## src/verilog/bridge_pkg.sv

```systemverilog
`default_nettype none

package bridge_pkg;

  // data path sizes
  localparam int byte_w     = 8;
  localparam int num_banks  = 8;
  localparam int bank_idx_w = 3;

  // serial timing
  localparam int uart_clks_per_bit = 16;
  localparam int link_frame_bits   = 17;  // start + cmd + data

  // counter widths and compare points
  localparam int uart_cnt_w = $clog2(uart_clks_per_bit);
  localparam int bit_cnt_w  = $clog2(byte_w);
  localparam int link_cnt_w = $clog2(link_frame_bits + 1);

  localparam logic [uart_cnt_w-1:0] uart_cnt_last = uart_cnt_w'(uart_clks_per_bit - 1);
  localparam logic [uart_cnt_w-1:0] uart_cnt_half = uart_cnt_w'(uart_clks_per_bit / 2 - 1);
  localparam logic [bit_cnt_w-1:0]  bit_cnt_last  = bit_cnt_w'(byte_w - 1);
  localparam logic [link_cnt_w-1:0] link_cmd_last = link_cnt_w'(byte_w);
  localparam logic [link_cnt_w-1:0] link_cnt_last = link_cnt_w'(link_frame_bits - 1);
  localparam logic [link_cnt_w-1:0] link_cnt_full = link_cnt_w'(link_frame_bits);

  // first byte of the echo reply
  localparam logic [byte_w-1:0] link_echo_tag = 8'h11;

  typedef logic [num_banks-1:0][byte_w-1:0] bank_array_t;

  // opcode upper nibble
  typedef enum logic [3:0] {
    grp_none        = 4'h0,
    grp_ctrl        = 4'h1,
    grp_pin_read    = 4'h2,
    grp_pin_write   = 4'h3,
    grp_pin_release = 4'h6,
    grp_link_echo   = 4'hb
  } cmd_group_t;

  // lower nibble inside group 1
  typedef enum logic [3:0] {
    clk_high = 4'h0,
    clk_low  = 4'h1,
    rst_high = 4'h2,
    rst_low  = 4'h3
  } ctrl_op_t;

  typedef enum logic [1:0] {
    st_idle,
    st_start,
    st_data,
    st_stop
  } serial_state_t;

endpackage

`default_nettype wire

```

## src/verilog/bridge_top.sv

```systemverilog
`timescale 1ns/100ps
`default_nettype none

module bridge_top (
  input  logic                             sys_clk,
  input  logic                             sys_rst_n,
  input  logic                             uart_rxd,
  input  logic                             link_strobe,
  input  logic                             link_rx_bit,
  input  bridge_pkg::bank_array_t          in_pin,
  output logic                             uart_txd,
  output logic                             link_tx_bit,
  output logic                             busy,
  output logic                             out_clk,
  output logic                             out_rst,
  output bridge_pkg::bank_array_t          out_pin,
  output logic [bridge_pkg::num_banks-1:0] out_oe
);
  import bridge_pkg::*;

  // uart side
  logic              rx_valid;
  logic [byte_w-1:0] rx_byte;
  logic              tx_start;
  logic [byte_w-1:0] tx_byte;
  logic              tx_busy;

  // side link
  logic              strobe_rise;
  logic              link_req;
  logic              link_accept;
  logic [byte_w-1:0] link_cmd;
  logic [byte_w-1:0] link_dat;
  logic              echo_start;
  logic [byte_w-1:0] echo_byte0;
  logic [byte_w-1:0] echo_byte1;
  logic              echo_busy;

  uart_rx i_uart_rx (
    .sys_clk   (sys_clk),
    .sys_rst_n (sys_rst_n),
    .uart_rxd  (uart_rxd),
    .rx_valid  (rx_valid),
    .rx_byte   (rx_byte)
  );

  link_rx i_link_rx (
    .sys_clk     (sys_clk),
    .sys_rst_n   (sys_rst_n),
    .link_strobe (link_strobe),
    .link_rx_bit (link_rx_bit),
    .link_accept (link_accept),
    .strobe_rise (strobe_rise),
    .link_req    (link_req),
    .link_cmd    (link_cmd),
    .link_dat    (link_dat)
  );

  cmd_dispatch i_cmd_dispatch (
    .sys_clk     (sys_clk),
    .sys_rst_n   (sys_rst_n),
    .rx_valid    (rx_valid),
    .rx_byte     (rx_byte),
    .link_req    (link_req),
    .link_cmd    (link_cmd),
    .link_dat    (link_dat),
    .tx_busy     (tx_busy),
    .echo_busy   (echo_busy),
    .in_pin      (in_pin),
    .link_accept (link_accept),
    .busy        (busy),
    .tx_start    (tx_start),
    .tx_byte     (tx_byte),
    .echo_start  (echo_start),
    .echo_byte0  (echo_byte0),
    .echo_byte1  (echo_byte1),
    .out_clk     (out_clk),
    .out_rst     (out_rst),
    .out_pin     (out_pin),
    .out_oe      (out_oe)
  );

  uart_tx i_uart_tx (
    .sys_clk   (sys_clk),
    .sys_rst_n (sys_rst_n),
    .tx_start  (tx_start),
    .tx_byte   (tx_byte),
    .uart_txd  (uart_txd),
    .tx_busy   (tx_busy)
  );

  link_tx i_link_tx (
    .sys_clk     (sys_clk),
    .sys_rst_n   (sys_rst_n),
    .strobe_rise (strobe_rise),  // reply is paced by the host strobe
    .echo_start  (echo_start),
    .echo_byte0  (echo_byte0),
    .echo_byte1  (echo_byte1),
    .link_tx_bit (link_tx_bit),
    .echo_busy   (echo_busy)
  );

endmodule

`default_nettype wire

```

## src/verilog/cmd_dispatch.sv

```systemverilog
`timescale 1ns/100ps
`default_nettype none

module cmd_dispatch (
  input  logic                             sys_clk,
  input  logic                             sys_rst_n,
  input  logic                             rx_valid,
  input  logic [bridge_pkg::byte_w-1:0]    rx_byte,
  input  logic                             link_req,
  input  logic [bridge_pkg::byte_w-1:0]    link_cmd,
  input  logic [bridge_pkg::byte_w-1:0]    link_dat,
  input  logic                             tx_busy,
  input  logic                             echo_busy,
  input  bridge_pkg::bank_array_t          in_pin,
  output logic                             link_accept,
  output logic                             busy,
  output logic                             tx_start,
  output logic [bridge_pkg::byte_w-1:0]    tx_byte,
  output logic                             echo_start,
  output logic [bridge_pkg::byte_w-1:0]    echo_byte0,
  output logic [bridge_pkg::byte_w-1:0]    echo_byte1,
  output logic                             out_clk,
  output logic                             out_rst,
  output bridge_pkg::bank_array_t          out_pin,
  output logic [bridge_pkg::num_banks-1:0] out_oe
);
  import bridge_pkg::*;

  logic [byte_w-1:0]     cmd_q;
  logic [byte_w-1:0]     link_dat_q;  // data byte of the accepted link frame
  logic                  cmd_valid;
  logic                  cmd_done;
  cmd_group_t            cmd_grp;
  ctrl_op_t              cmd_op;
  logic [bank_idx_w-1:0] bank;
  logic                  bank_ok;
  logic                  exec;
  logic                  take_uart;
  logic                  take_link;
  logic                  do_ctrl;
  logic                  do_read;
  logic                  do_write;
  logic                  do_release;
  logic                  do_echo;
  logic                  finish;

  assign cmd_grp   = cmd_group_t'(cmd_q[byte_w-1 -: 4]);
  assign cmd_op    = ctrl_op_t'(cmd_q[3:0]);
  assign bank      = cmd_q[bank_idx_w-1:0];
  assign bank_ok   = ~cmd_q[3];   // banks 8..f do not exist
  assign exec      = cmd_valid & ~cmd_done;
  assign take_uart = rx_valid & ~cmd_valid;
  assign take_link = link_req & ~cmd_valid & ~rx_valid;  // uart wins a tie
  assign busy      = cmd_valid;

  always_comb begin
    do_ctrl    = 1'b0;
    do_read    = 1'b0;
    do_write   = 1'b0;
    do_release = 1'b0;
    do_echo    = 1'b0;
    finish     = 1'b0;
    if (exec) begin
      case (cmd_grp)
        grp_ctrl: begin
          do_ctrl = 1'b1;
          finish  = 1'b1;
        end
        grp_pin_read: begin
          do_read = bank_ok & ~tx_busy;
          finish  = do_read | ~bank_ok;
        end
        grp_pin_write: begin
          do_write = bank_ok & rx_valid;  // wait for the data byte
          finish   = do_write | ~bank_ok;
        end
        grp_pin_release: begin
          do_release = bank_ok;
          finish     = 1'b1;
        end
        grp_link_echo: begin
          do_echo = (cmd_q[3:0] == 4'h0) & ~echo_busy;
          finish  = do_echo | (cmd_q[3:0] != 4'h0);
        end
        default: finish = 1'b1;  // unknown opcode, no effect
      endcase
    end
  end

  always_ff @(posedge sys_clk or negedge sys_rst_n) begin
    if (!sys_rst_n) begin
      cmd_valid   <= 1'b0;
      cmd_done    <= 1'b0;
      link_accept <= 1'b0;
      tx_start    <= 1'b0;
      echo_start  <= 1'b0;
      out_clk     <= 1'b0;
      out_rst     <= 1'b0;
      out_oe      <= '0;
    end else begin
      link_accept <= take_link;
      tx_start    <= do_read;
      echo_start  <= do_echo;
      if (take_uart || take_link) begin
        cmd_valid <= 1'b1;
      end
      // done flag holds for one cycle, then the command is dropped
      if (cmd_done) begin
        cmd_valid <= 1'b0;
        cmd_done  <= 1'b0;
      end else if (finish) begin
        cmd_done <= 1'b1;
      end
      if (do_ctrl) begin
        case (cmd_op)
          clk_high: out_clk <= 1'b1;
          clk_low:  out_clk <= 1'b0;
          rst_high: out_rst <= 1'b1;
          rst_low:  out_rst <= 1'b0;
          default:  ;
        endcase
      end
      if (do_write) begin
        out_oe[bank] <= 1'b1;
      end
      if (do_release) begin
        out_oe[bank] <= 1'b0;
      end
    end
  end

  always_ff @(posedge sys_clk) begin
    if (take_uart) begin
      cmd_q <= rx_byte;
    end else if (take_link) begin
      cmd_q      <= link_cmd;
      link_dat_q <= link_dat;
    end
    if (do_read) begin
      tx_byte <= in_pin[bank];
    end
    if (do_write) begin
      out_pin[bank] <= rx_byte;
    end
    if (do_echo) begin
      echo_byte0 <= link_echo_tag;
      echo_byte1 <= link_dat_q;
    end
  end

endmodule

`default_nettype wire

```

## src/verilog/link_rx.sv

```systemverilog
`timescale 1ns/100ps
`default_nettype none

module link_rx (
  input  logic                          sys_clk,
  input  logic                          sys_rst_n,
  input  logic                          link_strobe,
  input  logic                          link_rx_bit,
  input  logic                          link_accept,
  output logic                          strobe_rise,
  output logic                          link_req,
  output logic [bridge_pkg::byte_w-1:0] link_cmd,
  output logic [bridge_pkg::byte_w-1:0] link_dat
);
  import bridge_pkg::*;

  logic                  strobe_meta;
  logic                  strobe_sync;
  logic                  strobe_last;
  logic                  bit_meta;
  logic                  bit_sync;   // same delay as strobe_sync
  logic [link_cnt_w-1:0] bit_cnt;    // 0 while waiting for a start bit
  logic [byte_w-1:0]     cmd_shift;
  logic [byte_w-1:0]     dat_shift;

  assign strobe_rise = strobe_sync & ~strobe_last;

  always_ff @(posedge sys_clk or negedge sys_rst_n) begin
    if (!sys_rst_n) begin
      strobe_meta <= 1'b0;
      strobe_sync <= 1'b0;
      strobe_last <= 1'b0;
      bit_meta    <= 1'b0;
      bit_sync    <= 1'b0;
      bit_cnt     <= '0;
      link_req    <= 1'b0;
    end else begin
      strobe_meta <= link_strobe;
      strobe_sync <= strobe_meta;
      strobe_last <= strobe_sync;
      bit_meta    <= link_rx_bit;
      bit_sync    <= bit_meta;
      if (link_accept) begin
        link_req <= 1'b0;
      end
      if (strobe_rise) begin
        if (bit_cnt == '0) begin
          // hold off while the last pair is still pending
          if (bit_sync && !link_req) begin
            bit_cnt <= bit_cnt + 1'b1;
          end
        end else if (bit_cnt == link_cnt_last) begin
          bit_cnt  <= '0;
          link_req <= 1'b1;
        end else begin
          bit_cnt <= bit_cnt + 1'b1;
        end
      end
    end
  end

  // counts 1..8 carry the command, 9..16 the data
  always_ff @(posedge sys_clk) begin
    if (strobe_rise && bit_cnt != '0) begin
      if (bit_cnt <= link_cmd_last) begin
        cmd_shift <= {bit_sync, cmd_shift[byte_w-1:1]};
      end else begin
        dat_shift <= {bit_sync, dat_shift[byte_w-1:1]};
      end
    end
    if (strobe_rise && bit_cnt == link_cnt_last) begin
      link_cmd <= cmd_shift;
      link_dat <= {bit_sync, dat_shift[byte_w-1:1]};
    end
  end

endmodule

`default_nettype wire

```

## src/verilog/link_tx.sv

```systemverilog
`timescale 1ns/100ps
`default_nettype none

module link_tx (
  input  logic                          sys_clk,
  input  logic                          sys_rst_n,
  input  logic                          strobe_rise,
  input  logic                          echo_start,
  input  logic [bridge_pkg::byte_w-1:0] echo_byte0,
  input  logic [bridge_pkg::byte_w-1:0] echo_byte1,
  output logic                          link_tx_bit,
  output logic                          echo_busy
);
  import bridge_pkg::*;

  logic [link_frame_bits-1:0] shift;    // start bit sits at bit 0
  logic [link_cnt_w-1:0]      bit_cnt;
  logic                       step;

  assign step = strobe_rise & echo_busy;

  always_ff @(posedge sys_clk or negedge sys_rst_n) begin
    if (!sys_rst_n) begin
      bit_cnt     <= '0;
      link_tx_bit <= 1'b0;
      echo_busy   <= 1'b0;
    end else if (echo_start) begin
      bit_cnt   <= '0;
      echo_busy <= 1'b1;
    end else if (step) begin
      if (bit_cnt == link_cnt_full) begin
        link_tx_bit <= 1'b0;  // trailing zero ends the frame
        echo_busy   <= 1'b0;
      end else begin
        link_tx_bit <= shift[0];
        bit_cnt     <= bit_cnt + 1'b1;
      end
    end
  end

  always_ff @(posedge sys_clk) begin
    if (echo_start) begin
      shift <= {echo_byte1, echo_byte0, 1'b1};
    end else if (step && bit_cnt != link_cnt_full) begin
      shift <= shift >> 1;
    end
  end

endmodule

`default_nettype wire

```

## src/verilog/uart_rx.sv

```systemverilog
`timescale 1ns/100ps
`default_nettype none

module uart_rx (
  input  logic                          sys_clk,
  input  logic                          sys_rst_n,
  input  logic                          uart_rxd,
  output logic                          rx_valid,
  output logic [bridge_pkg::byte_w-1:0] rx_byte
);
  import bridge_pkg::*;

  logic                  rxd_meta;
  logic                  rxd_sync;
  serial_state_t         state;
  logic [uart_cnt_w-1:0] clk_cnt;
  logic [bit_cnt_w-1:0]  bit_cnt;
  logic [byte_w-1:0]     shift;
  logic                  bit_tick;
  logic                  half_tick;

  assign bit_tick  = (clk_cnt == uart_cnt_last);  // middle of a data or stop bit
  assign half_tick = (clk_cnt == uart_cnt_half);  // middle of the start bit

  always_ff @(posedge sys_clk or negedge sys_rst_n) begin
    if (!sys_rst_n) begin
      rxd_meta <= 1'b1;
      rxd_sync <= 1'b1;
      state    <= st_idle;
      clk_cnt  <= '0;
      bit_cnt  <= '0;
      rx_valid <= 1'b0;
    end else begin
      rxd_meta <= uart_rxd;
      rxd_sync <= rxd_meta;
      rx_valid <= 1'b0;
      clk_cnt  <= clk_cnt + 1'b1;
      case (state)
        st_idle: begin
          clk_cnt <= '0;
          if (!rxd_sync) begin
            state <= st_start;
          end
        end
        st_start: begin
          if (half_tick) begin
            clk_cnt <= '0;
            bit_cnt <= '0;
            state   <= rxd_sync ? st_idle : st_data;  // line back high, false start
          end
        end
        st_data: begin
          if (bit_tick) begin
            bit_cnt <= bit_cnt + 1'b1;
            if (bit_cnt == bit_cnt_last) begin
              state <= st_stop;
            end
          end
        end
        st_stop: begin
          if (bit_tick) begin
            rx_valid <= rxd_sync;  // drop bytes with a bad stop bit
            state    <= st_idle;
          end
        end
        default: state <= st_idle;
      endcase
    end
  end

  // lsb arrives first
  always_ff @(posedge sys_clk) begin
    if (state == st_data && bit_tick) begin
      shift <= {rxd_sync, shift[byte_w-1:1]};
    end
    if (state == st_stop && bit_tick) begin
      rx_byte <= shift;
    end
  end

endmodule

`default_nettype wire

```

## src/verilog/uart_tx.sv

```systemverilog
`timescale 1ns/100ps
`default_nettype none

module uart_tx (
  input  logic                          sys_clk,
  input  logic                          sys_rst_n,
  input  logic                          tx_start,
  input  logic [bridge_pkg::byte_w-1:0] tx_byte,
  output logic                          uart_txd,
  output logic                          tx_busy
);
  import bridge_pkg::*;

  serial_state_t         state;
  logic [uart_cnt_w-1:0] clk_cnt;
  logic [bit_cnt_w-1:0]  bit_cnt;
  logic [byte_w-1:0]     shift;
  logic                  bit_tick;

  assign bit_tick = (clk_cnt == uart_cnt_last);  // end of the current bit

  always_ff @(posedge sys_clk or negedge sys_rst_n) begin
    if (!sys_rst_n) begin
      state    <= st_idle;
      clk_cnt  <= '0;
      bit_cnt  <= '0;
      uart_txd <= 1'b1;
      tx_busy  <= 1'b0;
    end else begin
      clk_cnt <= clk_cnt + 1'b1;
      case (state)
        st_idle: begin
          clk_cnt <= '0;
          if (tx_start) begin
            state    <= st_start;
            tx_busy  <= 1'b1;
            uart_txd <= 1'b0;  // start bit
          end
        end
        st_start: begin
          if (bit_tick) begin
            state    <= st_data;
            bit_cnt  <= '0;
            uart_txd <= shift[0];
          end
        end
        st_data: begin
          if (bit_tick) begin
            bit_cnt <= bit_cnt + 1'b1;
            if (bit_cnt == bit_cnt_last) begin
              state    <= st_stop;
              uart_txd <= 1'b1;
            end else begin
              uart_txd <= shift[0];
            end
          end
        end
        st_stop: begin
          if (bit_tick) begin
            state   <= st_idle;
            tx_busy <= 1'b0;
          end
        end
        default: state <= st_idle;
      endcase
    end
  end

  // shift moves in step with uart_txd
  always_ff @(posedge sys_clk) begin
    if (state == st_idle && tx_start) begin
      shift <= tx_byte;
    end else if (bit_tick && (state == st_start || state == st_data)) begin
      shift <= shift >> 1;
    end
  end

endmodule

`default_nettype wire
```

## config.mk

```make
export PLATFORM = sky130hd
export DESIGN_NAME = bridge_top
export DESIGN_NICKNAME = d
export VERILOG_FILES = /design/src/verilog/bridge_pkg.sv /design/src/verilog/bridge_top.sv /design/src/verilog/cmd_dispatch.sv /design/src/verilog/link_rx.sv /design/src/verilog/link_tx.sv /design/src/verilog/uart_rx.sv /design/src/verilog/uart_tx.sv
export SDC_FILE = /design/constraint.sdc
export NUM_CORES = 1
export LEC_CHECK = 0
export BUFFER_PORTS_ARGS = -buffer_cell sky130_fd_sc_hd__buf_2
export CAP_MARGIN = 10
export CORE_MARGIN = 2
export CORE_UTILIZATION = 55
export DETAILED_ROUTE_END_ITERATION = 10
export PLACE_DENSITY = 0.87
export SETUP_SLACK_MARGIN = 0.4
export SLEW_MARGIN = 20
export SYNTH_ARGS = -nofsm -noshare
export SYNTH_HDL_FRONTEND = slang
export SYNTH_SLANG_ARGS = --single-unit
```

## constraint.sdc

```tcl
create_clock -name sys_clk -period 2.7 [get_ports sys_clk]
set_input_delay 0.27 -clock sys_clk [delete_from_list [all_inputs] [get_ports sys_clk]]
set_output_delay 0.27 -clock sys_clk [all_outputs]
set_load 0.05 [all_outputs]
```

==> flow_summary.ini <==
[status]
status = complete, no violations

[die]
io_pins = 146
core_area_sq_um = 15800
rows = 46
die_y_um = 130
die_area_sq_um = 17000
start_util_pct = 55.7
die_w_um = 130

[clock_network]
ctsHtreeMaxLevel = 1
path_clk_slew_ns = 0.07
ctsRootBufferMaster = clkbuf_16
cts_tree = yes
cts.sinks = 224
clk-insertion-delay-late_ns = 0.50
numCtsBuffers = 22
cts_buffer_depth = 3

[detailed_routing]
num_vias = 5294
drt_iter0_markers = 427
dr.pass1.iters = 5
detail_route.wl_per_cell_um = 20.5
viasPerCell = 5.67
drt.antenna.violating_nets = 0
drc = 0
routed_wl_mm = 19.1

[min_path]
hp-start = in_pin[39]
hold_path_end = i_cmd_dispatch.tx_byte[7]
hp-class = in2reg
min_path_cells = 3

[final_layout]
nets = 791
drive_gt1_share_pct = 34.9
area.growth.synth_to_final_pct = 20.8
fillers = 1028
insertedDiodeCount = 0

[sta]
fin_worst_skew_ns = 0.0116
tightest_slew_ns = 0.807
finalHoldViolations = 0
fmaxAchievable_ghz = 0.493
period_needed_ns = 2.03
tns_ns = 0
slew_headroom_pct = 46.0
setup_viol = 0
min_period_over_period_pct = 75.1
holdWs_ns = 0.292
maxSlewViolCount = 0
rsz0062_at_grt = false

[logic_synthesis]
synth_top_area_share_pct = 57.1
syn_inst = 524
synth_area_per_cell_sq_um = 16.8
async_flop_share_pct = 25.0
synth_area_leader_cell = edfxtp_1
syn-num-nets = 613
ys_seq_area_share_pct = 73.3
netlist_area_sq_um = 8780
synth_seq_cells = 224
ys_top_cells_by_area = edfxtp_1 57%, dfrtp_1 15%, mux4_2 4.1%, mux2_2 2.9%, ha_1 2.8%
synth.distinct_cells = 59
yosysMostFrequentCell = edfxtp_1
synth_common_cells = 167 x edfxtp_1, 53 x dfrtp_1, 31 x nand2_1, 29 x nor2_1, 23 x mux2_2
synth_enable_flop_cells = 167
synth-main-ff-cell = edfxtp_1
ys_warn_count = 0

[worst_setup_path]
cp-end-kind = flop
path_class = reg2reg
critPathLaunchType = flop
cpMaxStageDelayCell = dfrtp_1
crit_buf_inv = 1
cp_top_family = simple AND/OR/NAND/NOR gates
required_ns = 2.92
worstReg2RegEnd = i_cmd_dispatch.out_pin[27]
crit_chain = nor3b_4 > nand3b_2 > nor3_2 > buf_4
rr_worst_depth = 4
crit_fanout = 8
crit_path_max_incr_delay_ns = 0.49
cp.arrival_ns = 2.25
rr_startpoint = i_cmd_dispatch.busy
rrSetupSlack_ns = 0.67

[placed_design]
gp_congestion = 0.794
io_buffer_count = 145
dp_hpwl_mm = 12.7

[global_route]
grt_pass1_vias = 5446
gr-total-overflow = 0
grt_util_all_layers_pct = 22.1
antenna_found_initial = 0
grt_max_degree = 29
grt_pass1_wl_mm = 28.5

[pwr]
powerDensity_nw_per_um2 = 763
internal_power_uw = 6080
ir_drop_v = 0.000662
switchingPower_uw = 2010
pwr-share-clk_pct = 37.6
pwr-share-comb_pct = 12.4
switching_share_pct = 24.9
seqPwrFrac_pct = 50.0
p_leak_uw = 0.00423

[flow_run]
drv_cap = 0
==> metal layers <==
metal	wire, um	vias up	global-route usage (%)
met3	1100	59	3.12
met2	10100	225	40.5
li1	-	2350	-
met5	0	-	0
met4	819	0	9.82
met1	7080	2660	26.1
==> flip-flops by register name, summed over array words and instances, names as in the netlist, 7 cells and up, named ones only <==
signal and count:
i_cmd_dispatch.out_pin 64, i_link_rx.link_cmd 8, i_uart_rx.rx_byte 8, i_link_rx.link_dat 8, i_cmd_dispatch.cmd_q 8, i_link_rx.cmd_shift 8
i_cmd_dispatch.tx_byte 8, i_cmd_dispatch.out_oe 7, i_link_tx.shift 17, i_cmd_dispatch.link_dat_q 8, i_uart_tx.shift 8, i_link_rx.dat_shift 7
i_uart_rx.shift 8, i_cmd_dispatch.echo_byte1 8
==> cells by family (layout without fill, tap and decap cells) <==
kind of cell / count (synthesis) / after routing / share of synthesized area [%]
AO/OA/AOI/OAI: 57 / 57 / 4.56
XOR/XNOR: 9 / 9 / 0.898
adder cells (fa/ha/maj): 20 / 20 / 2.85
buffers and inverters: 28 / 221 / 1.37
flip-flops: 224 / 224 / 73.3
multiplexers: 44 / 44 / 7.65
AND/OR/NAND/NOR: 142 / 142 / 9.33
==> how the worst max path moves through the flow <==
stage,to,from,cells past startpoint,slack (ns)
CTS,i_cmd_dispatch.out_pin[27],i_cmd_dispatch.busy,4,0.67
floorplan,i_cmd_dispatch.out_pin[10],i_cmd_dispatch.busy,3,0.43
global route,i_cmd_dispatch.out_pin[27],i_cmd_dispatch.busy,4,0.50
detailed placement,i_cmd_dispatch.out_pin[31],i_cmd_dispatch.busy,4,0.73
finish,i_cmd_dispatch.out_pin[27],i_cmd_dispatch.busy,4,0.67
global placement,i_cmd_dispatch.out_pin[31],i_cmd_dispatch.cmd_q[2],3,0.82
==> power by group through the flow <==
stage	sequential, uW	clock (uW)	combinational (uW)
6_report	4050	3040	1000
5_1_grt	4080	3200	1110
4_1_cts	4040	3080	1000
3_5_place_dp	4110	0	984
3_3_place_gp	4090	0	891
2_1_floorplan	4090	0	685
==> worst min-delay path: stages <==
cell and delay, ns:
buf_2 0.07, mux4_2 0.21, mux2_2 0.13
==> stage by stage <==
| stage | total power, uW | worst slack (ns) | area, sq um | util [%] | cells |
|---|---|---|---|---|---|
| floorplan | 4770 | 0.430 | 8780 | - | 524 |
| global placement | 4980 | 0.823 | 9850 | 62.5 | 890 |
| detailed placement | 5100 | 0.729 | 9850 | 62.5 | 890 |
| CTS | 8120 | 0.673 | 10600 | 67.3 | 933 |
| global route | 8390 | 0.503 | 10600 | 67.3 | 933 |
| finish | 8090 | 0.672 | 10600 | 67.3 | 933 |
==> final cells by class <==
class | instances | area, sq um | share of cell area (%)
Timing Repair Buffer | 168 | 908 | 8.56
Clock inverter | 14 | 153 | 1.44
Tap cell | 216 | 270 | 2.55
Sequential cell | 224 | 6440 | 60.7
Clock buffer | 25 | 562 | 5.30
Inverter | 14 | 52.6 | 0.495
Multi-Input combinational cell | 272 | 2220 | 20.9
==> placed cells by master (no fill, tap or decap), drive strengths merged, types with 12 or more instances in the layout <==
master	synthesis	layout
mux2	25	25
nor3	12	12
edfxtp	167	167
mux4	16	16
dfrtp	53	53
ha	20	20
nor2	29	29
inv	14	14
clkbuf	9	25
nand2	32	32
o21ai	17	17
buf	5	164
==> what timing repair did <==
action | CTS | global route
gates resized for setup | 0 | 0
hold buffers | 4 | 0
endpoints found under the setup margin | 0 | 0
hold endpoints to repair | 24 | 0
setup buffers | 0 | 0
Power figures use the tool's default switching activity.
